File: config.mk
export PLATFORM = sky130hd
export DESIGN_NAME = result_stage
export DESIGN_NICKNAME = d
export VERILOG_FILES = /design/src/source/core_pkg.sv /design/src/source/result_stage.sv
export SDC_FILE = /design/constraint.sdc
export NUM_CORES = 1
export LEC_CHECK = 0
export BUFFER_PORTS_ARGS = -buffer_cell sky130_fd_sc_hd__clkbuf_2
export CAP_MARGIN = 15
export CELL_PAD_IN_SITES_DETAIL_PLACEMENT = 1
export CELL_PAD_IN_SITES_GLOBAL_PLACEMENT = 1
export CORE_AREA = 5 5 156 158
export CTS_BUF_LIST = sky130_fd_sc_hd__clkbuf_8
export DETAILED_ROUTE_END_ITERATION = 7
export DIE_AREA = 0 0 161 163
export PLACE_DENSITY_LB_ADDON = 0.1
export SYNTH_ARGS = -nofsm -noshare
export SYNTH_HDL_FRONTEND = slang
export SYNTH_SLANG_ARGS = --single-unit
File: constraint.sdc
create_clock -name clk_i -period 0.94 [get_ports clk_i]
set_clock_uncertainty 0.15 [all_clocks]
set_input_delay 0.235 -clock clk_i [delete_from_list [all_inputs] [get_ports clk_i]]
set_output_delay 0.235 -clock clk_i [all_outputs]
set_load 0.01 [all_outputs]
File: src/source/core_pkg.sv
`default_nettype none

package core_pkg;

    localparam int XLEN = 64;

    typedef enum logic [3:0] {
        ALU_ADD,
        ALU_SUB,
        ALU_AND,
        ALU_OR,
        ALU_XOR,
        ALU_SLL,
        ALU_SRL,
        ALU_SRA,
        ALU_SLT,
        ALU_SLTU,
        ALU_PASS_B // lui
    } alu_op_e;

    typedef enum logic [3:0] {
        BR_NONE,
        BR_EQ,
        BR_NE,
        BR_LT,
        BR_GE,
        BR_LTU,
        BR_GEU,
        BR_JAL,
        BR_JALR
    } br_op_e;

    typedef enum logic [6:0] {
        OPC_OP     = 7'b0110011,
        OPC_OP_IMM = 7'b0010011,
        OPC_LUI    = 7'b0110111,
        OPC_AUIPC  = 7'b0010111,
        OPC_JAL    = 7'b1101111,
        OPC_JALR   = 7'b1100111,
        OPC_BRANCH = 7'b1100011
    } opcode_e;

    typedef struct packed {
        logic            valid;
        alu_op_e         alu_op;
        br_op_e          br_op;
        logic            sel_a_pc;  // operand a is pc
        logic            sel_b_imm; // operand b is imm
        logic            write_rd;
        logic [4:0]      rs1_addr;
        logic [4:0]      rs2_addr;
        logic [4:0]      rd_addr;
        logic [XLEN-1:0] rs1_data;
        logic [XLEN-1:0] rs2_data;
        logic [XLEN-1:0] imm;
        logic [XLEN-1:0] pc;
    } id_ex_t;

    typedef struct packed {
        logic            valid;
        logic            write_rd;
        logic [4:0]      rd_addr;
        logic [XLEN-1:0] result; // alu value or pc+4
        logic            taken;
        logic [XLEN-1:0] target;
    } ex_wb_t;

endpackage

`default_nettype wire

File: src/source/result_stage.sv
`timescale 1ns/1ps
`default_nettype none

module result_stage import core_pkg::*; (
    input  logic            clk_i,
    input  logic            rst_n_i,
    input  ex_wb_t          res_i,
    output ex_wb_t          wb_o,
    output logic            wb_valid_o,
    output logic [4:0]      wb_rd_o,
    output logic [XLEN-1:0] wb_data_o,
    output logic            redirect_o,
    output logic [XLEN-1:0] redirect_pc_o
);

    always_ff @(posedge clk_i) begin
        if (!rst_n_i) begin
            wb_o.valid    <= 1'b0;
            wb_o.write_rd <= 1'b0;
            wb_o.taken    <= 1'b0;
        end else begin
            wb_o.valid    <= res_i.valid;
            wb_o.write_rd <= res_i.write_rd;
            wb_o.taken    <= res_i.taken;
        end
    end

    // payload, qualified by the flags above
    always_ff @(posedge clk_i) begin
        wb_o.rd_addr <= res_i.rd_addr;
        wb_o.result  <= res_i.result;
        wb_o.target  <= res_i.target;
    end

    assign wb_valid_o    = wb_o.valid && wb_o.write_rd;
    assign wb_rd_o       = wb_o.rd_addr;
    assign wb_data_o     = wb_o.result;
    assign redirect_o    = wb_o.valid && wb_o.taken; // one cycle per taken branch
    assign redirect_pc_o = wb_o.target;

endmodule

`default_nettype wire

# Word-level counts from Yosys, hierarchy flattened
# Cells that the tools add are included.
# totals
regBits	136
out_inout_bits	271
word_cells	8
# op_classes
n_reduce_logical	2
# ops
cell	count
logical AND 1 bit	2

# Logic depth before layout (Yosys ltp)
# depth
ltp_word	1
depth_mapped	1

# Least setup slack after synthesis
# OpenSTA, ideal clock, no wires.
# synth_timing
path_type	register to output
startpoint	register wb_o[135] (netlist name)
endpoint	output wb_valid_o
arrival_ns	0.539
slack_ns	0.016
stages_incl_launch_ff	2
cell_sequence	dfxtp_1 -> and2_1
# synth_between
elab_chain_len	1
# synth_rtl
element	line_no	source
start, declared	result_stage.sv:8	output ex_wb_t wb_o,
logical AND 1 bit	result_stage.sv:35	assign wb_valid_o = wb_o.valid && wb_o.write_rd;
end, declared	result_stage.sv:9	output logic wb_valid_o,
# No other way between the ends.

# Final worst setup path
# layout_timing
startpoint	register wb_o[134] (netlist name)
endpoint	output wb_valid_o
# The elaborated chain is that of the path after synthesis.

==> metrics.txt <==
Total GRT Usage=0.1044; first-pass GRT wire length=~21 mm; Reg power frac=0.491; clock sinks=between 100 and 150; post-route setup slack=-0.4750 ns; Tmin final=about 1.4 ns; DRT Pass-1 Iters=2; Internal=9.710 mW; fin crit share=1.505; Startpoint Class=flop; sw frac=0.2605; Max IR drop VDD=between 700 and 800 µV; IO Pins=~410; CTS tree=built; Layout area overhead=136.5%; relative slew slack=0.8797; DR vias/cell=approximately 3.4; number of flops mapped to enable cells by yosys=0; most frequent cell after synthesis=dfxtp_1; status=finished, violations left; Async SR Flop Fraction=0; core footprint=0.02298 mm²; hold path depth=2; synth cell count leaders=dfxtp_1, buf_4, and2_1; fin. max-slew vios=0; RSZ-0062 raised after global routing=yes; final hold vios=0; CP Max Fanout=2; die width=roughly 160 µm; post-synth top area cell=dfxtp_1; Yosys reg bits=around 140; CP Data Required Time=0.55 ns; Remaining Overflow, GRT=0; Sum Neg Setup Slack=-89.13 ns; initial antenna violation count=0; ANT nets after route=0; Hold Crit Class=input port to flop; Post-route DRC=0; Hold Crit Start=res_i[17]; Core Util, Final=0.3862; P_sw=between 3 and 4 mW; worst slew pin tran=0.1805 ns; Mapped Nets=412; register area share after synthesis=0.7256; pin count of the biggest net entering global routing=17; max-cap violation count=0; layout cells sized above 1=0.8036; post-DP HPWL=around 11 mm; # port buffers=just over 400; Cell Rows=56; gpl congestion=~0.72; combinational group share of total power=0.187; clock root cell=clkbuf_8; fillers=between 2,000 and 2,500; PwrDens=roughly 1500 mW/mm²; hold_ws=0.2938 ns; Mapped Area=roughly 0.0038 mm²; fin nets=848; Initial DRC Count=35; vias in the first global route=around 3,900; Post-synth top flop=dfxtp_1; vias=3,445; routed len/inst=16.39 µm; syn_area_per_cell=13.69 µm²; Total Wirelength=16.60 mm; Achievable Freq=706.7 MHz; Critical Path Sink Type=output port; Finish-stage setup viols=roughly 270; critical path class=flop to output port; worst-case clock buffer depth=2; H-tree levels=4; yosys warns=0; Final Cell Area=just under 0.009 mm²; leakage power=4.168 nW; top cell type's share of synthesized area=0.7256; chip height=roughly 160 µm; Area contributors post-synth=dfxtp_1, buf_4, and2_1; die footprint=0.02624 mm²; Initial Util=0.1633; Clock Power Share=0.322; Critical Path AT=between 1 and 1.5 ns; antenna fix cells=0; synth unique cells=3; post-place instance area=roughly 0.0052 mm²; WHS Endpoint=redirect_pc_o[17]; clock slew seen by the registers of the worst setup and hold paths=0.09 ns; Num CTS Buffers=17; Cells after Synth=274; failing checks=setup timing
[worst max-delay path by stage]
stage                    from          to  slack (ns)  cells after the start
finish              wb_o[134]  wb_valid_o       -0.48                      2
global route        wb_o[135]  wb_valid_o       -0.56                      2
CTS                 wb_o[135]  wb_valid_o       -0.55                      2
detailed placement  wb_o[135]  wb_valid_o       -0.10                      2
global placement    wb_o[135]  wb_valid_o       -0.11                      2
floorplan           wb_o[135]  wb_valid_o        0.02                      1
[power by group through the flow]
| stage | logic, mW | registers, mW | clock network (mW) |
|---|---|---|---|
| final | 2.45 | 6.45 | 4.23 |
| after global routing | 2.59 | 6.50 | 4.77 |
| after CTS | 1.77 | 6.34 | 4.57 |
| after detailed placement | 1.25 | 6.40 | 0 |
| after global placement | 1.25 | 6.40 | 0 |
| after floorplan | 0.579 | 6.51 | 0 |
[state kept, by name, summed over array words and instances (netlist names)]
name and flops:
wb_o 3, redirect_pc_o 64, wb_rd_o 5, wb_data_o 64
[critical path, cell delays in order, from the launching register on]
cell and delay [ns]:
dfxtp_2 0.33, and2_4 0.16, buf_6 0.12
[metrics by stage]
stage / worst slack, ns / power (mW) / std cells
floorplan: 0.01590 / 7.087 / 274
global placement: -0.1057 / 7.653 / 843
detailed placement: -0.1000 / 7.650 / 843
CTS: -0.5461 / 12.67 / 1012
global route: -0.5617 / 13.85 / 1013
finish: -0.4750 / 13.13 / 1013
[final cells by class]
cell class	count	area, µm²	area share
clock buffer	18	247.7	0.02791
clock inverter	14	102.6	0.01156
multi-input combinational	5	36.28	0.004089
sequential	136	2915	0.3285
tap	290	362.8	0.04089
timing repair buffer	550	5210	0.5871
[logic make-up after synthesis]
| group | after synthesis | share of synthesized area |
|---|---|---|
| buffers and inverters | 133 | 0.2661 |
| AND/OR/NAND/NOR | 5 | 0.008336 |
| flip-flops | 136 | 0.7256 |
[timing repair]
item                                   in CTS  in global routing
gates resized for setup                   152                545
setup endpoints to repair                 271                271
buffers inserted                            0                  1
hold buffers                              137                  0
endpoints found under the hold margin     136                  0
pin swaps                                   1                  0
[placed cells by master, fill, tap and decap left out]
cell and instances:
clkbuf_2 137, inv_1 2, and2_4 2, buf_8 13
inv_6 3, buf_6 262, dfxtp_4 9, clkinv_2 1
buf_4 1, dfxtp_2 127, clkinv_4 3, and2_1 3
clkinvlp_4 5, dlygate4sd3_1 137, clkbuf_8 18
[per-layer routing]
metal,track usage,part of all wire,vias up
met4,0.03412,0.016,0
met1,0.08881,0.28,1608
met2,0.2107,0.61,242
li1,-,-,1578
met3,0.04935,0.10,17
met5,0,0,-
(Power assumes the default switching activity.)
