File: src/source/core_pkg.sv
`default_nettype none

package core_pkg;

    localparam int XLEN = 64;

    typedef enum logic [3:0] {
        ALU_ADD,
        ALU_SUB,
        ALU_AND,
        ALU_OR,
        ALU_XOR,
        ALU_SLL,
        ALU_SRL,
        ALU_SRA,
        ALU_SLT,
        ALU_SLTU,
        ALU_PASS_B // lui
    } alu_op_e;

    typedef enum logic [3:0] {
        BR_NONE,
        BR_EQ,
        BR_NE,
        BR_LT,
        BR_GE,
        BR_LTU,
        BR_GEU,
        BR_JAL,
        BR_JALR
    } br_op_e;

    typedef enum logic [6:0] {
        OPC_OP     = 7'b0110011,
        OPC_OP_IMM = 7'b0010011,
        OPC_LUI    = 7'b0110111,
        OPC_AUIPC  = 7'b0010111,
        OPC_JAL    = 7'b1101111,
        OPC_JALR   = 7'b1100111,
        OPC_BRANCH = 7'b1100011
    } opcode_e;

    typedef struct packed {
        logic            valid;
        alu_op_e         alu_op;
        br_op_e          br_op;
        logic            sel_a_pc;  // operand a is pc
        logic            sel_b_imm; // operand b is imm
        logic            write_rd;
        logic [4:0]      rs1_addr;
        logic [4:0]      rs2_addr;
        logic [4:0]      rd_addr;
        logic [XLEN-1:0] rs1_data;
        logic [XLEN-1:0] rs2_data;
        logic [XLEN-1:0] imm;
        logic [XLEN-1:0] pc;
    } id_ex_t;

    typedef struct packed {
        logic            valid;
        logic            write_rd;
        logic [4:0]      rd_addr;
        logic [XLEN-1:0] result; // alu value or pc+4
        logic            taken;
        logic [XLEN-1:0] target;
    } ex_wb_t;

endpackage

`default_nettype wire

File: src/source/id_ex_reg.sv
`timescale 1ns/1ps
`default_nettype none

module id_ex_reg import core_pkg::*; (
    input  logic   clk_i,
    input  logic   rst_n_i,
    input  logic   flush_i,
    input  logic   squash_i,
    input  logic   bubble_i,
    input  id_ex_t id_i,
    output id_ex_t ex_o
);

    always_ff @(posedge clk_i) begin
        if (!rst_n_i) begin
            ex_o <= '0;
        end else if (flush_i) begin
            ex_o <= '0;
        end else if (squash_i) begin
            ex_o <= '0; // younger instr behind a taken branch
        end else if (bubble_i) begin
            ex_o <= ex_o; // hold
        end else begin
            ex_o <= id_i;
        end
    end

endmodule

`default_nettype wire

File: config.mk
export PLATFORM = sky130hd
export DESIGN_NAME = id_ex_reg
export DESIGN_NICKNAME = d
export VERILOG_FILES = /design/src/source/core_pkg.sv /design/src/source/id_ex_reg.sv
export SDC_FILE = /design/constraint.sdc
export NUM_CORES = 1
export LEC_CHECK = 0
export BUFFER_PORTS_ARGS = -buffer_cell sky130_fd_sc_hd__buf_2
export CAP_MARGIN = 10
export CELL_PAD_IN_SITES_DETAIL_PLACEMENT = 1
export CELL_PAD_IN_SITES_GLOBAL_PLACEMENT = 2
export CORE_AREA = 2 2 223 225
export CTS_BUF_LIST = sky130_fd_sc_hd__clkbuf_4
export CTS_CLUSTER_SIZE = 28
export DETAILED_ROUTE_END_ITERATION = 12
export DIE_AREA = 0 0 225 227
export PLACE_DENSITY_LB_ADDON = 0.1
export SLEW_MARGIN = 20
export SYNTH_ARGS = -nofsm -noshare
export SYNTH_HDL_FRONTEND = slang
export SYNTH_SLANG_ARGS = --single-unit
File: constraint.sdc
create_clock -name clk_i -period 2.1 [get_ports clk_i]
set_input_delay 0.63 -clock clk_i [delete_from_list [all_inputs] [get_ports clk_i]]
set_output_delay 0.63 -clock clk_i [all_outputs]
set_load 0.05 [all_outputs]
### Word-level counts from Yosys, hierarchy flattened

Index checks and enable logic that the tools add are counted.

* add/subtract/negate cells: 0
* multipliers: 0
* div/mod/pow operators: 0
* magnitude comparators: 0
* eq/ne operators: 0
* shifts and indexed selects: 0
* multiplexer cells: 0
* bitwise operators: 1
* reduce and logical (&&, ||, !) cells: 1

Operator list (count)
* OR reduction 3 bit: 1
* inverter 1 bit: 1

* flip-flop bits (word level): 283
* latch bits: 0
* memory bits (writable): 0
* ROM bits: 0
* input bits: 288
* output and inout port bits: 283
* word-level logic and storage cells: 15
* memories: 0

### Longest topological paths before layout

Gate-level depths: netlist (run 1).

* depth in word-level cells: 2
* gate-level depth with buffers: 5
* mapped depth without buffers: 2

### Worst setup path before layout (run 1)

No wires, ideal clock.

* path type: input port to flip-flop
* start: input port flush_i
* end: register ex_o[0] in the netlist's numbering
* data arrival time: 1482 ps
* data required time: 2034 ps
* setup slack: 552 ps
* stages: 5
* buffers on the path: 3
* cells stage by stage: or3b_1 > buf_2 > buf_6 > buf_6 > nor2_1

* cells in the longest elaborated chain, start to end: 1

RTL lines
* start: declaration: line id_ex_reg.sv:7 `input logic flush_i,`
* OR reduction 3 bit (no line)
* end signal: assignment: line id_ex_reg.sv:22 `ex_o <= ex_o;`
* end signal: assignment: line id_ex_reg.sv:24 `ex_o <= id_i;`
* end: declaration: line id_ex_reg.sv:11 `output id_ex_t ex_o`

Every way passes these cells.
A chain may end at the register's enable or synchronous reset.

### Worst setup path after layout (run 1)

* start: register ex_o[112] in the netlist's numbering
* end: output port ex_o[112] in the netlist's numbering

No word-level cell between the ends.

==> out/qor.yml, run 1 <==
status: "completed"
cellLeakagePower_nw: 8.91
cp-start-kind: "flip-flop"
worstSkewPairLatency_ns: 0.78
criticalPathCategory: "flip-flop to output pin"
maxSlewHeadroom: 0.685
gr-total-overflow: 0
synth_area_leaders: "dfxtp_1, mux2i_1, nor2_1, buf_6, buf_2"
worstRegToRegCells: 2
path_delay_family: "flip-flops"
reg2reg_setup_slack_ns: 1.39
critPathMaxFanout: 2
hpwl_um: 30800
postCtsSetupBuffers: 0
cts_tree: "done"
timing.fmax_ghz: 0.505
slowest_stage: "dfxtp_1"
grt_pass1_vias: 11100
grt_max_degree: 78
initial_core_util: 0.208
slew_viol_final: 0
cts.sinks: 283
syn_area_per_cell_um2: 11.0
stdcell_count: 2480
mostFrequentLayoutCell: "buf_2"
cp.arrival_ns: 1.35
hold_class: "input port to flip-flop"
syn-num-nets: 1202
gp_congestion: 0.741
finalHoldViolCount: 0
critPathMaxStageDelay_ns: 0.34
dr_total_vias: 9929
drive_above_1_share: 0.395
route.detailed.drc: 0
drt_first_iter_violations: 175
area_growth_pct: 83.6
yosysSeqAreaShare: 0.562
finalClockSkew_ns: 0
die-width_um: 225
cp_cell_sequence: "buf_4"
worst-path-buf-inv: 1
vdd_ir_drop_max_mv: 0.381
tightest_slew_ns: 0.472
finalWirelength_um: 43000
die_h_um: 227
antenna_found_initial: 8
hold_end: "ex_o[134]$_SDFFE_PP0N_"
core_um2: 48500
routedWlPerCell_um: 17.3
synth.distinct_cells: 8
cts_buffers: 85
holdWs_ns: 0.143
nets: 2097
clk_path_buf_depth: 3
io_pins: 571
clk_pin_slew_worst_paths_ns: 0.06
grt.total_usage: 0.164
cap_violations: 0
hold_start: "id_i[134]"
power.density_nw_per_um2: 668
syn_area_um2: 10100
grt_pass1_wl_um: 63400
largestRegisters: "ex_o x283"
ys_seq_elements: 283
ys.warnings.count: 0
drtPass1Iterations: 4
r2r_end: "ex_o[198]$_SDFFE_PP0N_"
yosysTopAreaCellShare: 0.562
die_area_um2: 51100
cts.htree.levels: 3
post-route-min-period_ns: 1.98
cts.root.buffer_cell: "clkbuf_4"
reg2reg_from: "ex_o[198]$_SDFFE_PP0N_"
numPortBuffers: 570
worstHoldPathCells: 3
regMostFlops: "ex_o"
ant_nets: 0
vias_per_cell: 4.00
required_ns: 1.47
synth_top_area_cell: "dfxtp_1"
worst_setup_path_end_kind: "output pin"
setup_viol: 0
fp-row-count: 81
period_share: 0.943
post-place-cells: 2065
final_cell_mix: "buf_2, mux2i_1, nor2_1"
syn_inst: 914
largest_reg_flops: 283
-- layer usage --
metal	up-vias	wire length, um	global-route usage	part of all wire
met4	2	1630	0.0793	0.038
met1	4598	16000	0.168	0.37
met3	101	3540	0.0643	0.082
met2	376	21800	0.293	0.51
li1	4852	-	-	-
met5	-	16	0	0.00037
-- synth_stat cells --
cell      number
buf_2         32
dfxtp_1      283
buf_6         30
buf_4          1
mux2i_1      283
nor2_1       283
or3b_1         1
clkbuf_1       1
-- what timing repair did --
action / CTS / global route
endpoints found under the hold margin: 279 / 0
hold buffers: 279 / 0
cloned: 0 / 0
setup endpoints to repair: 283 / 8
resized for setup: 416 / 8
-- through the flow --
stage	worst slack, ns	power (mW)	setup TNS [ns]	utilization	instance area, um^2
2_1_floorplan	0.552	6.52	0	-	10100
3_3_place_gp	0.355	7.03	0	0.280	13600
3_5_place_dp	0.347	7.04	0	0.280	13600
4_1_cts	0.000175	12.7	0	0.380	18500
5_1_grt	-0.00501	13.1	-0.0239	0.381	18500
6_report	0.119	12.4	0	0.381	18500
-- where the power goes --
group	leakage [nW]	internal (mW)	switching (mW)	total, mW
Sequential	2.30	5.47	0.0620	5.53
Combinational	6.05	0.980	0.933	1.91
Clock	0.564	2.53	2.39	4.92
-- kinds of logic (layout without fill, tap and decap cells) --
| logic type | Yosys count | after routing | share of synthesized area |
|---|---|---|---|
| DFF | 283 | 283 | 0.562 |
| buffers and inverters | 64 | 1000 | 0.0505 |
| muxes | 283 | 283 | 0.281 |
| and+or+nand+nor | 284 | 284 | 0.106 |
| other | 0 | 8 | 0 |
-- area by class of cell --
class,count,area [um^2]
diodes,8,20.0
clock buffers,118,886
clock inverters,10,38.8
fillers,5545,30000
multi-input cells,567,3910
flip-flops and latches,283,5690
well taps,622,778
repair buffers,872,7190
-- worst max path at each step --
| stage | start | endpoint | slack [ns] | cells past startpoint |
|---|---|---|---|---|
| 6_report | ex_o[112]$_SDFFE_PP0N_ | ex_o[112] | 0.12 | 1 |
| 5_1_grt | ex_o[66]$_SDFFE_PP0N_ | ex_o[66] | -0.005 | 1 |
| 4_1_cts | ex_o[252]$_SDFFE_PP0N_ | ex_o[252] | 0.0002 | 1 |
| 2_1_floorplan | flush_i | ex_o[0]$_SDFFE_PP0N_ | 0.55 | 5 |
| 3_5_place_dp | flush_i | ex_o[205]$_SDFFE_PP0N_ | 0.35 | 4 |
| 3_3_place_gp | flush_i | ex_o[253]$_SDFFE_PP0N_ | 0.35 | 4 |
(Power assumes the default switching activity.)
==> run 2: changes to the inputs <==
Settings changed: CORE_AREA 2 2 223 225 to unset, CORE_ASPECT_RATIO set to 0.5, CORE_MARGIN set to 2, CORE_UTILIZATION set to 27, CTS_BUF_LIST sky130_fd_sc_hd__clkbuf_4 to unset, DIE_AREA 0 0 225 227 to unset.
==> run 2 against run 1 <==
Compared with the run above:
- maximum frequency grew 8.8%
- setup slack better by 0.16 ns
- cell count down 20%
- sequential power hardly changed
- non-clock buffer count down 283
- via count decreased by 14%
- clock power increased by 2%
==> out/qor.yml, run 2 (synthesis gave the netlist of run 1 again) <==
status: "completed"
die_h_um: 141
slowest_stage: "dfxtp_1"
critPathMaxFanout: 2
critPathMaxStageDelay_ns: 0.35
slew_viol_final: 0
p_int_mw: 8.90
nets: 1757
initial_core_util: 0.277
crit_cells: 1
fin_area_um2: 14300
period_share: 0.867
reg2reg_from: "ex_o[66]$_SDFFE_PP0N_"
worstRegToRegCells: 2
numPortBuffers: 570
grt_pass1_vias: 8886
vdd_ir_drop_max_mv: 0.357
antenna_found_initial: 10
place_area_um2: 13300
criticalPathCategory: "flip-flop to output pin"
share_seq_of_total_power: 0.463
ant_nets: 0
power.density_nw_per_um2: 834
area_growth_pct: 41.6
grt_max_degree: 84
switchingPower_mw: 3.00
path_delay_family: "flip-flops"
routedWlPerCell_um: 17.9
gr-total-overflow: 0
mostFrequentLayoutCell: "buf_2"
largest_reg_flops: 283
clk_path_buf_depth: 3
cts_tree: "done"
regMostFlops: "ex_o"
drt_first_iter_violations: 229
vias_per_cell: 4.30
gp_congestion: 0.810
finalSetupTns_ns: 0
hold_class: "input port to flip-flop"
setup_viol: 0
fp-row-count: 49
die-width_um: 277
startpoint: "ex_o[240]$_SDFFE_PP0N_"
worst_setup_path_end_kind: "output pin"
maxSlewHeadroom: 0.747
worst-path-buf-inv: 1
drive_above_1_share: 0.425
holdBufCountCts: 0
core_um2: 36400
grt_pass1_wl_um: 52600
cts.htree.levels: 1
finalHoldViolCount: 0
cp.arrival_ns: 1.19
postCtsSetupBuffers: 0
grt.total_usage: 0.173
tightest_slew_ns: 0.380
clk_pin_slew_worst_paths_ns: 0.06
post-route-min-period_ns: 1.82
finalClockSkew_ns: 0
ctsResizeCount: 0
io_pins: 571
cap_violations: 0
cts_buffers: 28
combPwrFrac: 0.114
hpwl_um: 27300
finalWirelength_um: 35400
final_cell_mix: "buf_2, mux2i_1, nor2_1, dfxtp_1, clkbuf_16"
cts.sinks: 283
cp-start-kind: "flip-flop"
rsz0062_at_grt: "no"
reg2reg_setup_slack_ns: 1.45
route.detailed.drc: 0
crit_path_end: "ex_o[240]"
die_area_um2: 39000
required_ns: 1.47
cp_cell_sequence: "buf_2"
cellLeakagePower_nw: 7.52
switching_share: 0.252
timing.fmax_ghz: 0.549
p_clk_frac: 0.422
worstSkewPairLatency_ns: 0.53
cts.root.buffer_cell: "clkbuf_16"
r2r_end: "ex_o[66]$_SDFFE_PP0N_"
dr_total_vias: 8522
largestRegisters: "ex_o x283"
drtPass1Iterations: 4
==> run 2: cell types whose count changed in the layout (fill, tap and decap cells not counted), moves of 8 or more <==
cell	previous run	this run
buf_2	286	569
buf_4	167	6
buf_6	124	0
clkbuf_16	0	29
clkbuf_4	118	0
clkinv_1	8	0
dfxtp_1	266	283
dfxtp_2	17	0
dlygate4sd3_1	279	0
==> run 2: worst min-delay path by stage <==
| stage | startpoint | end | cells after the start |
|---|---|---|---|
| after global routing | id_i[194] | ex_o[194]$_SDFFE_PP0N_ | 3 |
| final | id_i[101] | ex_o[101]$_SDFFE_PP0N_ | 3 |
| after CTS | id_i[76] | ex_o[76]$_SDFFE_PP0N_ | 3 |
| after global placement | ex_o[267]$_SDFFE_PP0N_ | ex_o[267]$_SDFFE_PP0N_ | 2 |
| after detailed placement | ex_o[133]$_SDFFE_PP0N_ | ex_o[133]$_SDFFE_PP0N_ | 2 |
| after floorplan | ex_o[201]$_SDFFE_PP0N_ | ex_o[201]$_SDFFE_PP0N_ | 2 |
==> run 2: routing by layer <==
layer / track usage / routed length (um) / share of wire
met5: 0 / 13 / 0.00037
met4: 0.0629 / 1050 / 0.030
met3: 0.0419 / 1620 / 0.046
met2: 0.344 / 20100 / 0.57
met1: 0.175 / 12600 / 0.36
==> run 2: metrics by stage <==
| stage | cells | hold WS [ns] | util | worst slack, ns | power [mW] |
|---|---|---|---|---|---|
| 2_1_floorplan | 914 | 0.743 | - | 0.552 | 6.52 |
| 3_3_place_gp | 1923 | 0.467 | 0.367 | 0.332 | 6.98 |
| 3_5_place_dp | 1923 | 0.481 | 0.367 | 0.294 | 7.01 |
| 4_1_cts | 1972 | 0.281 | 0.392 | 0.231 | 12.1 |
| 5_1_grt | 1981 | 0.291 | 0.393 | 0.215 | 12.5 |
| 6_report | 1981 | 0.318 | 0.393 | 0.280 | 11.9 |
==> run 2: layout make-up <==
| class | instances | area (um^2) |
|---|---|---|
| Antenna cell | 9 | 22.5 |
| Clock buffer | 43 | 848 |
| Clock inverter | 6 | 57.6 |
| Fill cell | 4232 | 22100 |
| Multi-Input combinational cell | 567 | 3910 |
| Sequential cell | 283 | 5670 |
| Tap cell | 484 | 606 |
| Timing Repair Buffer | 589 | 3170 |
==> run 2: power groups by stage <==
stage	Combinational [mW]	Sequential (mW)	Clock, mW
2_1_floorplan	0.542	5.98	0
3_3_place_gp	1.35	5.63	0
3_5_place_dp	1.37	5.64	0
4_1_cts	1.38	5.51	5.24
5_1_grt	1.46	5.52	5.47
6_report	1.36	5.52	5.03
