**config.mk**
```make
export PLATFORM = sky130hd
export DESIGN_NAME = instr_decode
export DESIGN_NICKNAME = d
export VERILOG_FILES = /design/src/source/core_pkg.sv /design/src/source/instr_decode.sv
export SDC_FILE = /design/constraint.sdc
export NUM_CORES = 1
export LEC_CHECK = 0
export ABC_AREA = 1
export ABC_CLOCK_PERIOD_IN_PS = 5400
export BUFFER_PORTS_ARGS = -buffer_cell sky130_fd_sc_hd__buf_2
export CORE_AREA = 3 3 200 202
export DETAILED_ROUTE_END_ITERATION = 10
export DIE_AREA = 0 0 203 205
export MAX_ROUTING_LAYER = met4
export PLACE_DENSITY_LB_ADDON = 0.12
export RECOVER_POWER = 100
export SYNTH_ARGS = -nofsm -noshare
export SYNTH_HDL_FRONTEND = slang
export SYNTH_SLANG_ARGS = --single-unit
```
**constraint.sdc**
```tcl
create_clock -name vclk -period 5.4
set_input_delay 1.08 -clock vclk [all_inputs]
set_output_delay 1.08 -clock vclk [all_outputs]
set_load 0.05 [all_outputs]
```
**src/source/core_pkg.sv**
```systemverilog
`default_nettype none

package core_pkg;

    localparam int XLEN = 64;

    typedef enum logic [3:0] {
        ALU_ADD,
        ALU_SUB,
        ALU_AND,
        ALU_OR,
        ALU_XOR,
        ALU_SLL,
        ALU_SRL,
        ALU_SRA,
        ALU_SLT,
        ALU_SLTU,
        ALU_PASS_B // lui
    } alu_op_e;

    typedef enum logic [3:0] {
        BR_NONE,
        BR_EQ,
        BR_NE,
        BR_LT,
        BR_GE,
        BR_LTU,
        BR_GEU,
        BR_JAL,
        BR_JALR
    } br_op_e;

    typedef enum logic [6:0] {
        OPC_OP     = 7'b0110011,
        OPC_OP_IMM = 7'b0010011,
        OPC_LUI    = 7'b0110111,
        OPC_AUIPC  = 7'b0010111,
        OPC_JAL    = 7'b1101111,
        OPC_JALR   = 7'b1100111,
        OPC_BRANCH = 7'b1100011
    } opcode_e;

    typedef struct packed {
        logic            valid;
        alu_op_e         alu_op;
        br_op_e          br_op;
        logic            sel_a_pc;  // operand a is pc
        logic            sel_b_imm; // operand b is imm
        logic            write_rd;
        logic [4:0]      rs1_addr;
        logic [4:0]      rs2_addr;
        logic [4:0]      rd_addr;
        logic [XLEN-1:0] rs1_data;
        logic [XLEN-1:0] rs2_data;
        logic [XLEN-1:0] imm;
        logic [XLEN-1:0] pc;
    } id_ex_t;

    typedef struct packed {
        logic            valid;
        logic            write_rd;
        logic [4:0]      rd_addr;
        logic [XLEN-1:0] result; // alu value or pc+4
        logic            taken;
        logic [XLEN-1:0] target;
    } ex_wb_t;

endpackage

`default_nettype wire

```
**src/source/instr_decode.sv**
```systemverilog
`timescale 1ns/1ps
`default_nettype none

module instr_decode import core_pkg::*; (
    input  logic            instr_valid_i,
    input  logic [31:0]     instr_i,
    input  logic [XLEN-1:0] pc_i,
    input  logic [XLEN-1:0] rs1_data_i,
    input  logic [XLEN-1:0] rs2_data_i,
    output logic [4:0]      rs1_addr_o,
    output logic [4:0]      rs2_addr_o,
    output id_ex_t          id_o
);

    opcode_e         opcode;
    logic [2:0]      funct3;
    logic [6:0]      funct7;
    logic [4:0]      rd;
    logic [XLEN-1:0] imm_i;
    logic [XLEN-1:0] imm_u;
    logic [XLEN-1:0] imm_b;
    logic [XLEN-1:0] imm_j;
    logic            legal;
    logic            has_rd;
    logic            sel_a_pc;
    logic            sel_b_imm;
    logic [XLEN-1:0] imm;
    alu_op_e         alu_op;
    br_op_e          br_op;

    // map funct3 to alu op with alt picking sub or sra
    function automatic alu_op_e alu_from_funct(input logic [2:0] f3, input logic alt);
        case (f3)
            3'b000:  return alt ? ALU_SUB : ALU_ADD;
            3'b001:  return ALU_SLL;
            3'b010:  return ALU_SLT;
            3'b011:  return ALU_SLTU;
            3'b100:  return ALU_XOR;
            3'b101:  return alt ? ALU_SRA : ALU_SRL;
            3'b110:  return ALU_OR;
            default: return ALU_AND;
        endcase
    endfunction

    assign opcode = opcode_e'(instr_i[6:0]);
    assign funct3 = instr_i[14:12];
    assign funct7 = instr_i[31:25];
    assign rd     = instr_i[11:7];

    assign rs1_addr_o = instr_i[19:15];
    assign rs2_addr_o = instr_i[24:20];

    assign imm_i = {{(XLEN-12){instr_i[31]}}, instr_i[31:20]};
    assign imm_u = {{(XLEN-32){instr_i[31]}}, instr_i[31:12], 12'b0};
    assign imm_b = {{(XLEN-13){instr_i[31]}}, instr_i[31], instr_i[7],
                    instr_i[30:25], instr_i[11:8], 1'b0};
    assign imm_j = {{(XLEN-21){instr_i[31]}}, instr_i[31], instr_i[19:12],
                    instr_i[20], instr_i[30:21], 1'b0};

    always_comb begin
        legal     = 1'b0;
        has_rd    = 1'b0;
        sel_a_pc  = 1'b0;
        sel_b_imm = 1'b0;
        imm       = '0;
        alu_op    = ALU_ADD;
        br_op     = BR_NONE;
        case (opcode)
            OPC_OP: begin
                legal  = (funct7 == 7'b0000000) ||
                         (funct7 == 7'b0100000 && (funct3 == 3'b000 || funct3 == 3'b101));
                has_rd = 1'b1;
                alu_op = alu_from_funct(funct3, funct7[5]);
            end
            OPC_OP_IMM: begin
                if (funct3 == 3'b001) begin
                    legal = (instr_i[31:26] == 6'b000000);
                end else if (funct3 == 3'b101) begin
                    legal = (instr_i[31:26] == 6'b000000) || (instr_i[31:26] == 6'b010000);
                end else begin
                    legal = 1'b1;
                end
                has_rd    = 1'b1;
                sel_b_imm = 1'b1;
                imm       = imm_i;
                alu_op    = alu_from_funct(funct3, instr_i[30] && funct3 == 3'b101);
            end
            OPC_LUI: begin
                legal     = 1'b1;
                has_rd    = 1'b1;
                sel_b_imm = 1'b1;
                imm       = imm_u;
                alu_op    = ALU_PASS_B;
            end
            OPC_AUIPC: begin
                legal     = 1'b1;
                has_rd    = 1'b1;
                sel_a_pc  = 1'b1;
                sel_b_imm = 1'b1;
                imm       = imm_u;
            end
            OPC_JAL: begin
                legal  = 1'b1;
                has_rd = 1'b1;
                imm    = imm_j;
                br_op  = BR_JAL;
            end
            OPC_JALR: begin
                legal  = (funct3 == 3'b000);
                has_rd = 1'b1;
                imm    = imm_i;
                br_op  = BR_JALR;
            end
            OPC_BRANCH: begin
                legal = 1'b1;
                imm   = imm_b;
                case (funct3)
                    3'b000:  br_op = BR_EQ;
                    3'b001:  br_op = BR_NE;
                    3'b100:  br_op = BR_LT;
                    3'b101:  br_op = BR_GE;
                    3'b110:  br_op = BR_LTU;
                    3'b111:  br_op = BR_GEU;
                    default: legal = 1'b0;
                endcase
            end
            default: ;
        endcase
    end

    always_comb begin
        id_o.valid     = instr_valid_i && legal;
        id_o.alu_op    = alu_op;
        id_o.br_op     = br_op;
        id_o.sel_a_pc  = sel_a_pc;
        id_o.sel_b_imm = sel_b_imm;
        id_o.write_rd  = instr_valid_i && legal && has_rd && (rd != 5'd0); // x0 never written
        id_o.rs1_addr  = rs1_addr_o;
        id_o.rs2_addr  = rs2_addr_o;
        id_o.rd_addr   = rd;
        id_o.rs1_data  = rs1_data_i;
        id_o.rs2_data  = rs2_data_i;
        id_o.imm       = imm;
        id_o.pc        = pc_i;
    end

endmodule

`default_nettype wire

```
# After elaboration in Yosys (flattened, before gate mapping)
# Index checks and enable logic that the tools add are counted.
# totals
word_cells	51
out_inout_bits	293
register_bits	0
# op_classes
mux	17
reduce_logical	18
n_eq_ne	16
# ops
operator	count
$pmux 64 s4	1
$pmux 4 s7	2
$pmux 4 s3	2
$eq 7x6->1 const B	3
$eq 7x7->1 const B	3
$pmux 3 s6	1
$eq 7x5->1 const B	2
$eq 3x3->1 const B	4
$reduce_or 6->1	2
$mux 1	10
$logic_not 7->1	1
$eq 3x2->1 const B	2
$eq 6x5->1 const B	1
$logic_not 6->1	1
$reduce_or 3->1	2
$logic_and 1x1->1	5
$pmux 1 s5	1
$reduce_bool 5->1	1
$reduce_or 2->1	2
$eq 3x1->1 const B	1
$logic_not 3->1	1
$logic_or 1x1->1	3

# Longest topological paths before layout
# Gate-level depths: netlist of the first run.
# depth
word_depth	8
depth_mapped	11
mapped_depth_nobuf	10

# Worst setup path after synthesis of the first run
# OpenSTA, ideal clock, no wires.
# synth_timing
path_kind	input to output
start	in instr_i[1]
end	out id_o[100] (netlist bit)
required_ns	4.320
arrival_time_ns	4.115
path_buffers	1
path_stages	7
path_slack_ns	0.205
cell_sequence	nand2_2 -> nor2_1 -> nand2_1 -> nand2_2 -> inv_1 -> a21oi_1 -> buf_4
# synth_lines
element	line_no	rtl
start, declared	instr_decode.sv:6	input logic [31:0] instr_i,
end, declared	instr_decode.sv:12	output id_ex_t id_o

==> results of run 1 <==
[cell usage after synthesis (2+ instances only)]
cell,n,area [um^2]
o21ai_2,11,96.3
a21oi_1,3,15.0
nor2_1,24,90.1
inv_2,6,22.5
nand3_1,12,60.1
nand2_1,26,97.6
nor2_4,3,33.8
o21ai_1,2,10.0
buf_4,251,1880
o22ai_1,3,18.8
nand2_4,4,45.0
inv_4,2,12.5
nand2_2,2,12.5
inv_1,24,90.1
o21ai_0,8,40.0
[cell type report]
class              instances  area (um^2)
diodes                     2         5.00
well taps                518          648
inverters                 32          125
multi-input cells        109          617
fillers                 4665        36500
repair buffers           136          566
[metrics by stage]
step                      cell area (um^2)  total power [uW]
after floorplan                       2670               497
after global routing                  1960               145
after detailed placement              2100               144
after CTS                             2100               144
after global placement                2100               145
final                                 1960               135
[final timing paths]
kind | startpoint | cells past startpoint | slack [ns] | end
worst max-delay path | instr_i[1] | 12 | 0.85 | id_o[84]
worst min-delay path | rs2_data_i[19] | 0 | 2.16 | id_o[147]
[cell families after synthesis]
group                  Yosys count  share of synthesized area [%]
buffers and inverters          285                           76.2
AO/OA/AOI/OAI                   32                           8.63
AND/OR/NAND/NOR                 77                           15.1
[power breakdown]
group          internal, uW  switching, uW  leakage (uW)  total, uW
sequential                0              0             0          0
combinational          24.1            111      0.000699        135
clock             0.0000495              0  0.0000000127  0.0000495
total                  24.1            111      0.000699        135
[per-layer routing]
| metal | track usage (%) | vias to the layer above | routed length (um) |
|---|---|---|---|
| met5 | - | - | 0 |
| met4 | 3.46 | 0 | 867 |
| met3 | 3.13 | 86 | 1910 |
| met2 | 8.63 | 208 | 5580 |
| met1 | 5.10 | 694 | 3920 |
| li1 | - | 736 | - |
[critical path: cells and delay by family]
family / cells / cell delay [ns]
AOI/OAI and AO/OA: 2 / 0.85
buffers and inverters: 4 / 0.61
and+or+nand+nor: 6 / 0.92
==> results by group, run 1 <==
Timing
  – Unrepaired setup endpoints after global routing: false
  – Worst Tran Pin Value: 0.871 ns
  – Fmax achieved: 220 MHz
  – Max_slew headroom: 42.2%
  – Hold Vio Cnt, Final: 0
  – Final Worst Setup Slack: 0.852 ns
  – Setup tns final: 0 ns
  – Crit share post-route: 84.2%
  – Fin. max-slew vios: 0
  – Final setup vio count: 0
  – Fin Hold WS: 2.16 ns
  – Final min period: 4.55 ns

Clock network
  – Post-cts sizing count: 0
  – Hold_buf cts: 0
  – Post-CTS Setup Inserts: 0

Setup path
  – Most common cell on crit path: nand2_4
  – Slowest cell on crit path: a21oi_1
  – CP max stage delay: 0.67 ns
  – WS Path Type: primary input to output port
  – CP cell instances: buf_2 > nand2_2 > inv_2 > nand2_4 > nor2_4 > inv_4 > nand2_4 > a21oi_1 > nand2_4 > nand2_1 > o21ai_0 > clkbuf_1
  – Crit Path Max Fanout: 11
  – CP Data Required Time: 4.32 ns
  – Critical Path Sink Type: output port
  – CP arrival: 3.47 ns
  – CP Launch Type: primary input

Floorplan
  – Rows: 72
  – Top Ports: 518
  – DIE WIDTH: 203 um
  – Die Y: 205 um
  – Core Area: 0.0385 mm^2
  – Initial core utilization: 6.94%
  – DIE AREA: 0.0416 mm^2

Finish
  – Nets: 504
  – Fin cells: 797
  – Most frequent cells in the layout: 96 x clkbuf_1, 38 x buf_2, 28 x nand2_1, 25 x inv_1, 24 x nor2_1
  – Syn-to-layout area delta: -26.5%
  – Share of cells above drive strength 1: 25.3%
  – Register area: 0 um^2
  – Layout Utilization: 5.10%
  – Leading cell type in the layout, fill and taps excluded: clkbuf_1
  – Seq_cells: 0
  – CLK BUF: 0

Detailed routing
  – WL per Instance: 15.4 um
  – Vias/cell: 2.16
  – Remaining antenna violation count: 0
  – Drt drc: 0
  – Pre-Repair DR Iteration Count: 4
  – Via count: 1724
  – Routed wire length: 12.3 mm
  – Initial drt markers: 63

Power
  – P per Cell Area: 68.7 mW/mm^2
  – VDD IR-drop max: 0.0000134 V
  – Leak: 0.000699 uW

Placed design
  – Placed cell count: 795
  – Pre-CTS setup slack: 1.33 ns
  – DP HPWL: 11.0 mm
  – # port buffers: 134
  – Gpl congestion: 0.615

GRT
  – First-pass GRT wire length: 15.2 mm
  – Total global routing overflow: 0
  – Vias in the first global route: 1786
  – Total GRT Usage: 5.45%
  – Antenna violations before repair: 4
  – Largest net degree at the start of global routing: 34

Logic synthesis
  – Netlist Area Pre-Place: 0.00267 mm^2
  – Register area share after synthesis: 0%
  – Net count after synthesis: 619
  – Yosys warns: 0
  – Syn Inst Count: 394
  – Mean post-synth cell area: 6.77 um^2
  – Yosys cell types: 28

Flow run
  – Max-cap violations: 0

Run status
  – Status: finished, final reports clean

Hold path
  – Worst hold path type: primary input to output port
Note: power is estimated with default switching activity, not from simulation.
==> run 2: changes to the inputs <==
--- a/config.mk
+++ b/config.mk
@@ -5,12 +5,12 @@
 export SDC_FILE = /design/constraint.sdc
 export NUM_CORES = 1
 export LEC_CHECK = 0
-export ABC_AREA = 1
-export ABC_CLOCK_PERIOD_IN_PS = 5400
+export ABC_AREA = 0
+export ABC_CLOCK_PERIOD_IN_PS = 4700
 export BUFFER_PORTS_ARGS = -buffer_cell sky130_fd_sc_hd__buf_2
-export CORE_AREA = 3 3 200 202
+export CORE_AREA = 3 3 202 204
 export DETAILED_ROUTE_END_ITERATION = 10
-export DIE_AREA = 0 0 203 205
+export DIE_AREA = 0 0 205 207
 export MAX_ROUTING_LAYER = met4
 export PLACE_DENSITY_LB_ADDON = 0.12
 export RECOVER_POWER = 100
==> constraint.sdc (replaced) <==
create_clock -name vclk -period 4.7
set_input_delay 0.94 -clock vclk [all_inputs]
set_output_delay 0.94 -clock vclk [all_outputs]
set_load 0.05 [all_outputs]
==> run 2 against run 1 <==
  * Core utilization is 0.14 points lower
  * Largest power group unchanged
  * Combinational power is 13% higher
  * Critical endpoint is now id_o[90]
  * Flip-flop and latch count is the same
  * Final area is 0.26% lower
  * Routed wire length fell by 14%
  * Non-clock buffer count up 1
  * Die area rose by 2.0%
==> results by group, run 2 <==
Finish
  – Seq_cells: 0 (unchanged)
  – Register area: 0 um^2 (unchanged)
  – Share of cells above drive strength 1: 36.1% (+11 points)
  – Nets: 468 (-7.1%)
  – Fin cells: 767 (-3.8%)
  – Most frequent cells in the layout: 58 x clkbuf_1, 43 x buf_2, 33 x clkbuf_2, 19 x a21o_1, 9 x o21ai_0
  – Leading cell type in the layout, fill and taps excluded: clkbuf_1
  – CLK BUF: 0 (unchanged)
  – Syn-to-layout area delta: -24.8%
  – Layout Utilization: 4.96% (-0.14 points)

GRT
  – Total global routing overflow: 0 (unchanged)
  – Total GRT Usage: 4.60% (-0.85 points)
  – First-pass GRT wire length: 13.9 mm (-9.1%)
  – Largest net degree at the start of global routing: 34 (unchanged)
  – Vias in the first global route: 1763 (-1.3%)
  – Antenna violations before repair: 1 (-3)

Timing
  – Max_slew headroom: 48.0% (+5.8 points)
  – Setup tns final: 0 ns (unchanged)
  – Hold Vio Cnt, Final: 0 (unchanged)
  – Worst Tran Pin Value: 0.783 ns (-0.0874 ns)
  – Crit share post-route: 91.4%
  – Fin. max-slew vios: 0 (unchanged)
  – Final min period: 4.30 ns
  – Final setup vio count: 0 (unchanged)
  – Unrepaired setup endpoints after global routing: false
  – Fmax achieved: 233 MHz

Logic synthesis
  – Commonest cells in the synthesized netlist: 251 x buf_4, 19 x a21o_1, 9 x o21ai_0
  – Most numerous cell in the Yosys netlist: buf_4
  – Register area share after synthesis: 0% (unchanged)
  – Mean post-synth cell area: 7.20 um^2 (+6.3%)
  – Net count after synthesis: 586 (-5.3%)
  – Dominant cell type by area after synthesis: buf_4
  – Yosys cell types: 38 (+36%)
  – Synth top area cells: buf_4 72%, a21o_1 5.5%, o21ai_0 1.7%, a22o_1 1.7%, nor2b_1 1.7%
  – Netlist Area Pre-Place: 0.00260 mm^2 (-2.6%)
  – Yosys warns: 0 (unchanged)
  – Syn Inst Count: 361 (-8.4%)
  – Share of the synthesized area in the top cell type: 72.5% (+1.9 points)

Detailed routing
  – Vias/cell: 2.15 (-0.43%)
  – Routed wire length: 10.6 mm (-14%)
  – WL per Instance: 13.8 um (-11%)
  – Pre-Repair DR Iteration Count: 4 (unchanged)
  – Via count: 1652 (-4.2%)
  – Drt drc: 0 (unchanged)
  – Remaining antenna violation count: 0 (unchanged)
  – Initial drt markers: 51 (-19%)

Placed design
  – Placed cell count: 766 (-3.6%)
  – # port buffers: 134 (unchanged)
  – DP HPWL: 9.49 mm (-14%)
  – Gpl congestion: 0.607 (-1.4%)

Setup path
  – CP arrival: 3.36 ns (-0.11 ns)
  – Crit Path Max Fanout: 11 (unchanged)
  – WS Path Type: primary input to output port
  – CP Launch Type: primary input
  – CP Data Required Time: 3.76 ns (-0.56 ns)
  – Critical Path Sink Type: output port

Floorplan
  – Core Area: 0.0395 mm^2 (+2.6%)
  – DIE AREA: 0.0424 mm^2 (+2.0%)
  – Rows: 73 (+1.4%)
  – Top Ports: 518 (unchanged)
  – DIE WIDTH: 205 um (+0.99%)
  – Initial core utilization: 6.59% (-0.35 points)
  – Die Y: 207 um (+0.98%)

Power
  – Leak: 0.000786 uW (+13%)
  – P per Cell Area: 78.4 mW/mm^2 (+14%)
  – VDD IR-drop max: 0.0000215 V (+60%)
  – Total power: 153 uW (+14%)

Clock network
  – Post-CTS Setup Inserts: 0 (unchanged)
  – Hold_buf cts: 0 (unchanged)
  – Post-cts sizing count: 0 (unchanged)

Flow run
  – Max-cap violations: 0 (unchanged)

Run status
  – Status: finished, final reports clean

Hold path
  – Worst hold path type: primary input to output port
==> run 2: changes by cell type after synthesis, sizes merged, moves of 5 or more <==
cell | before | now
nand3 | 14 | 2
o21ai | 21 | 9
inv | 32 | 3
nor3 | 1 | 6
a22o | 0 | 5
nor2b | 0 | 7
a21o | 0 | 19
nor2 | 28 | 7
nand2 | 33 | 7
==> run 2: path summary, 6_finish.rpt <==
path / from / end / slack [ns] / depth (start not counted)
worst max-delay path: instr_i[3] / id_o[90] / 0.40 / 6
worst min-delay path: rs2_data_i[5] / id_o[133] / 1.88 / 0
==> run 2: final cells by class <==
class	instances	area, um^2
antenna	1	2.50
fill	4771	37500
inverter	3	11.3
multi-input combinational	101	664
tap	525	657
timing repair buffer	137	621
==> run 2: cells by family after synthesis <==
kind of cell	count (synthesis)	share of synthesized area (%)
compound gates	49	14.0
buf+inv	260	73.9
simple gates	50	11.5
xor+xnor	2	0.674
==> run 2: metal layers <==
layer	vias to the layer above	global-route usage [%]	wire length [um]
met1	711	4.66	3760
met2	201	7.44	4860
met3	66	2.48	1540
li1	674	-	-
met4	0	1.79	408
met5	-	-	0
==> run 2: stage by stage <==
step,cell area (um^2),worst slack (ns),hold WS (ns)
3_3_place_gp,2040,0.522,1.88
3_5_place_dp,2040,0.537,1.88
5_1_grt,1960,0.208,1.88
6_report,1960,0.404,1.88
4_1_cts,2040,0.535,1.88
2_1_floorplan,2600,0.542,2.05
==> run 2: critical path, cell delays in order <==
cell	delay [ns]
buf_2	0.14
nand3b_1	0.48
or3_1	0.57
a21oi_2	0.60
a21o_1	0.14
clkbuf_1	0.47
==> run 2: where the power goes <==
part           internal, uW    leakage, uW  switching (uW)
clock             0.0000285  0.00000000634               0
sequential                0              0               0
combinational          31.0       0.000786             122
total                  31.0       0.000786             122
==> run 3: changes to the inputs <==
==> constraint.sdc (replaced) <==
create_clock -name vclk -period 4.7
set_input_delay 0.47 -clock vclk [all_inputs]
set_output_delay 0.47 -clock vclk [all_outputs]
set_load 0.05 [all_outputs]
==> run 3 against run 2 <==
  * Critical path depth unchanged
  * Hold slack worse by 0.94 ns
  * Maximum frequency up 23%
  * Cell count unchanged
  * Clock-buffer cell count unchanged
  * Die area unchanged
  * Flip-flop and latch count unchanged
  * Non-clock buffer count unchanged
  * Critical endpoint is now id_o[76]
  * Largest cell class is now tap cells
  * Largest power group unchanged
==> results by group, run 3 (synthesis results as in run 2) <==
GRT
  – First-pass GRT wire length: 13.9 mm (unchanged)
  – Total global routing overflow: 0 (unchanged)
  – Largest net degree at the start of global routing: 34 (unchanged)
  – Vias in the first global route: 1733 (-1.7%)
  – Total GRT Usage: 4.62% (+0.020 points)
  – Antenna violations before repair: 1 (unchanged)

Finish
  – Fill cell count: 4796 (+0.52%)
  – Nets: 468 (unchanged)
  – Leading cell type in the layout, fill and taps excluded: clkbuf_1
  – Final instance area: 0.00189 mm^2 (-3.3%)
  – Register area: 0 um^2 (unchanged)
  – Most frequent cells in the layout: 97 x clkbuf_1, 38 x buf_2, 19 x a21o_1, 9 x o21ai_0
  – CLK BUF: 0 (unchanged)
  – Layout Utilization: 4.79% (-0.16 points)
  – Syn-to-layout area delta: -27.3%
  – Share of cells above drive strength 1: 19.5% (-17 points)
  – Fin cells: 767 (unchanged)
  – Seq_cells: 0 (unchanged)

Timing
  – Fmax achieved: 286 MHz (+23%)
  – Hold Vio Cnt, Final: 0 (unchanged)
  – Final min period: 3.50 ns (-0.794 ns)
  – Final setup vio count: 0 (unchanged)
  – Worst Tran Pin Value: 1.28 ns (+0.494 ns)
  – Fin. max-slew vios: 0 (unchanged)
  – Unrepaired setup endpoints after global routing: false
  – Max_slew headroom: 14.3% (-34 points)
  – Setup tns final: 0 ns (unchanged)
  – Crit share post-route: 74.5% (-17 points)

Setup path
  – CP arrival: 3.03 ns (-0.33 ns)
  – Crit Path Max Fanout: 8 (-3)
  – CP Launch Type: primary input
  – WS Path Type: primary input to output port
  – Critical Path Sink Type: output port
  – CP Data Required Time: 4.23 ns (+0.47 ns)

Hold path
  – Worst hold path type: primary input to output port

Floorplan
  – Core Area: 0.0395 mm^2 (unchanged)
  – DIE WIDTH: 205 um (unchanged)
  – Top Ports: 518 (unchanged)
  – Rows: 73 (unchanged)
  – Die Y: 207 um (unchanged)
  – DIE AREA: 0.0424 mm^2 (unchanged)
  – Initial core utilization: 6.59% (unchanged)

Detailed routing
  – Via count: 1637 (-0.91%)
  – WL per Instance: 13.9 um (+0.67%)
  – Drt drc: 0 (unchanged)
  – Pre-Repair DR Iteration Count: 2 (-2)
  – Vias/cell: 2.13 (-0.91%)
  – Remaining antenna violation count: 0 (unchanged)
  – Initial drt markers: 38 (-25%)
  – Routed wire length: 10.6 mm (+0.67%)

Clock network
  – Post-CTS Setup Inserts: 0 (unchanged)
  – Hold_buf cts: 0 (unchanged)
  – Post-cts sizing count: 0 (unchanged)

Power
  – Leak: 0.000646 uW (-18%)
  – P per Cell Area: 79.5 mW/mm^2 (+1.3%)
  – VDD IR-drop max: 0.0000290 V (+35%)

Placed design
  – Placed cell count: 766 (unchanged)
  – DP Area: 0.00204 mm^2 (unchanged)
  – # port buffers: 134 (unchanged)
  – DP HPWL: 9.51 mm (+0.18%)
  – Gpl congestion: 0.622 (+2.4%)

Flow run
  – Max-cap violations: 0 (unchanged)

Run status
  – Status: finished, final reports clean
[run 3: final timing paths]
| path | startpoint | to | slack (ns) | depth (start not counted) |
|---|---|---|---|---|
| worst max-delay path | instr_i[2] | id_o[76] | 1.20 | 6 |
| worst min-delay path | rs2_data_i[5] | id_o[133] | 0.94 | 0 |
[run 3: layout make-up]
type                            count  area [um^2]  area share (%)
Multi-Input combinational cell    101          651            34.4
Inverter                            3         11.3           0.596
Timing Repair Buffer              137          569            30.1
Antenna cell                        1         2.50           0.132
Tap cell                          525          657            34.7
[run 3: power breakdown]
part,switching (uW),leakage (uW),total (uW),internal (uW)
logic,120,0.000646,150,29.8
registers,0,0,0,0
clock network,0,0.00000000634,0.0000285,0.0000285
total,120,0.000646,150,29.8
[run 3: worst max-delay path, stage by stage]
cell and delay (ns):
buf_2 0.13, or3b_4 0.44, or2_4 0.25, a211oi_1 1.04, a21o_1 0.15, clkbuf_1 0.55
[run 3: metal layers]
layer	wire length, um	vias up	GRT usage, %
met5	0	-	-
met4	399	0	1.79
met3	1510	66	2.39
met2	4860	201	7.46
met1	3880	691	4.76
li1	-	679	-
[run 3: stage by stage]
stage / setup WS, ns / total power [uW] / hold slack (ns)
CTS: 1.37 / 162 / 0.940
global route: 0.936 / 161 / 0.940
finish: 1.20 / 150 / 0.940
detailed placement: 1.37 / 161 / 0.940
global placement: 1.36 / 164 / 0.940
floorplan: 1.48 / 567 / 1.11
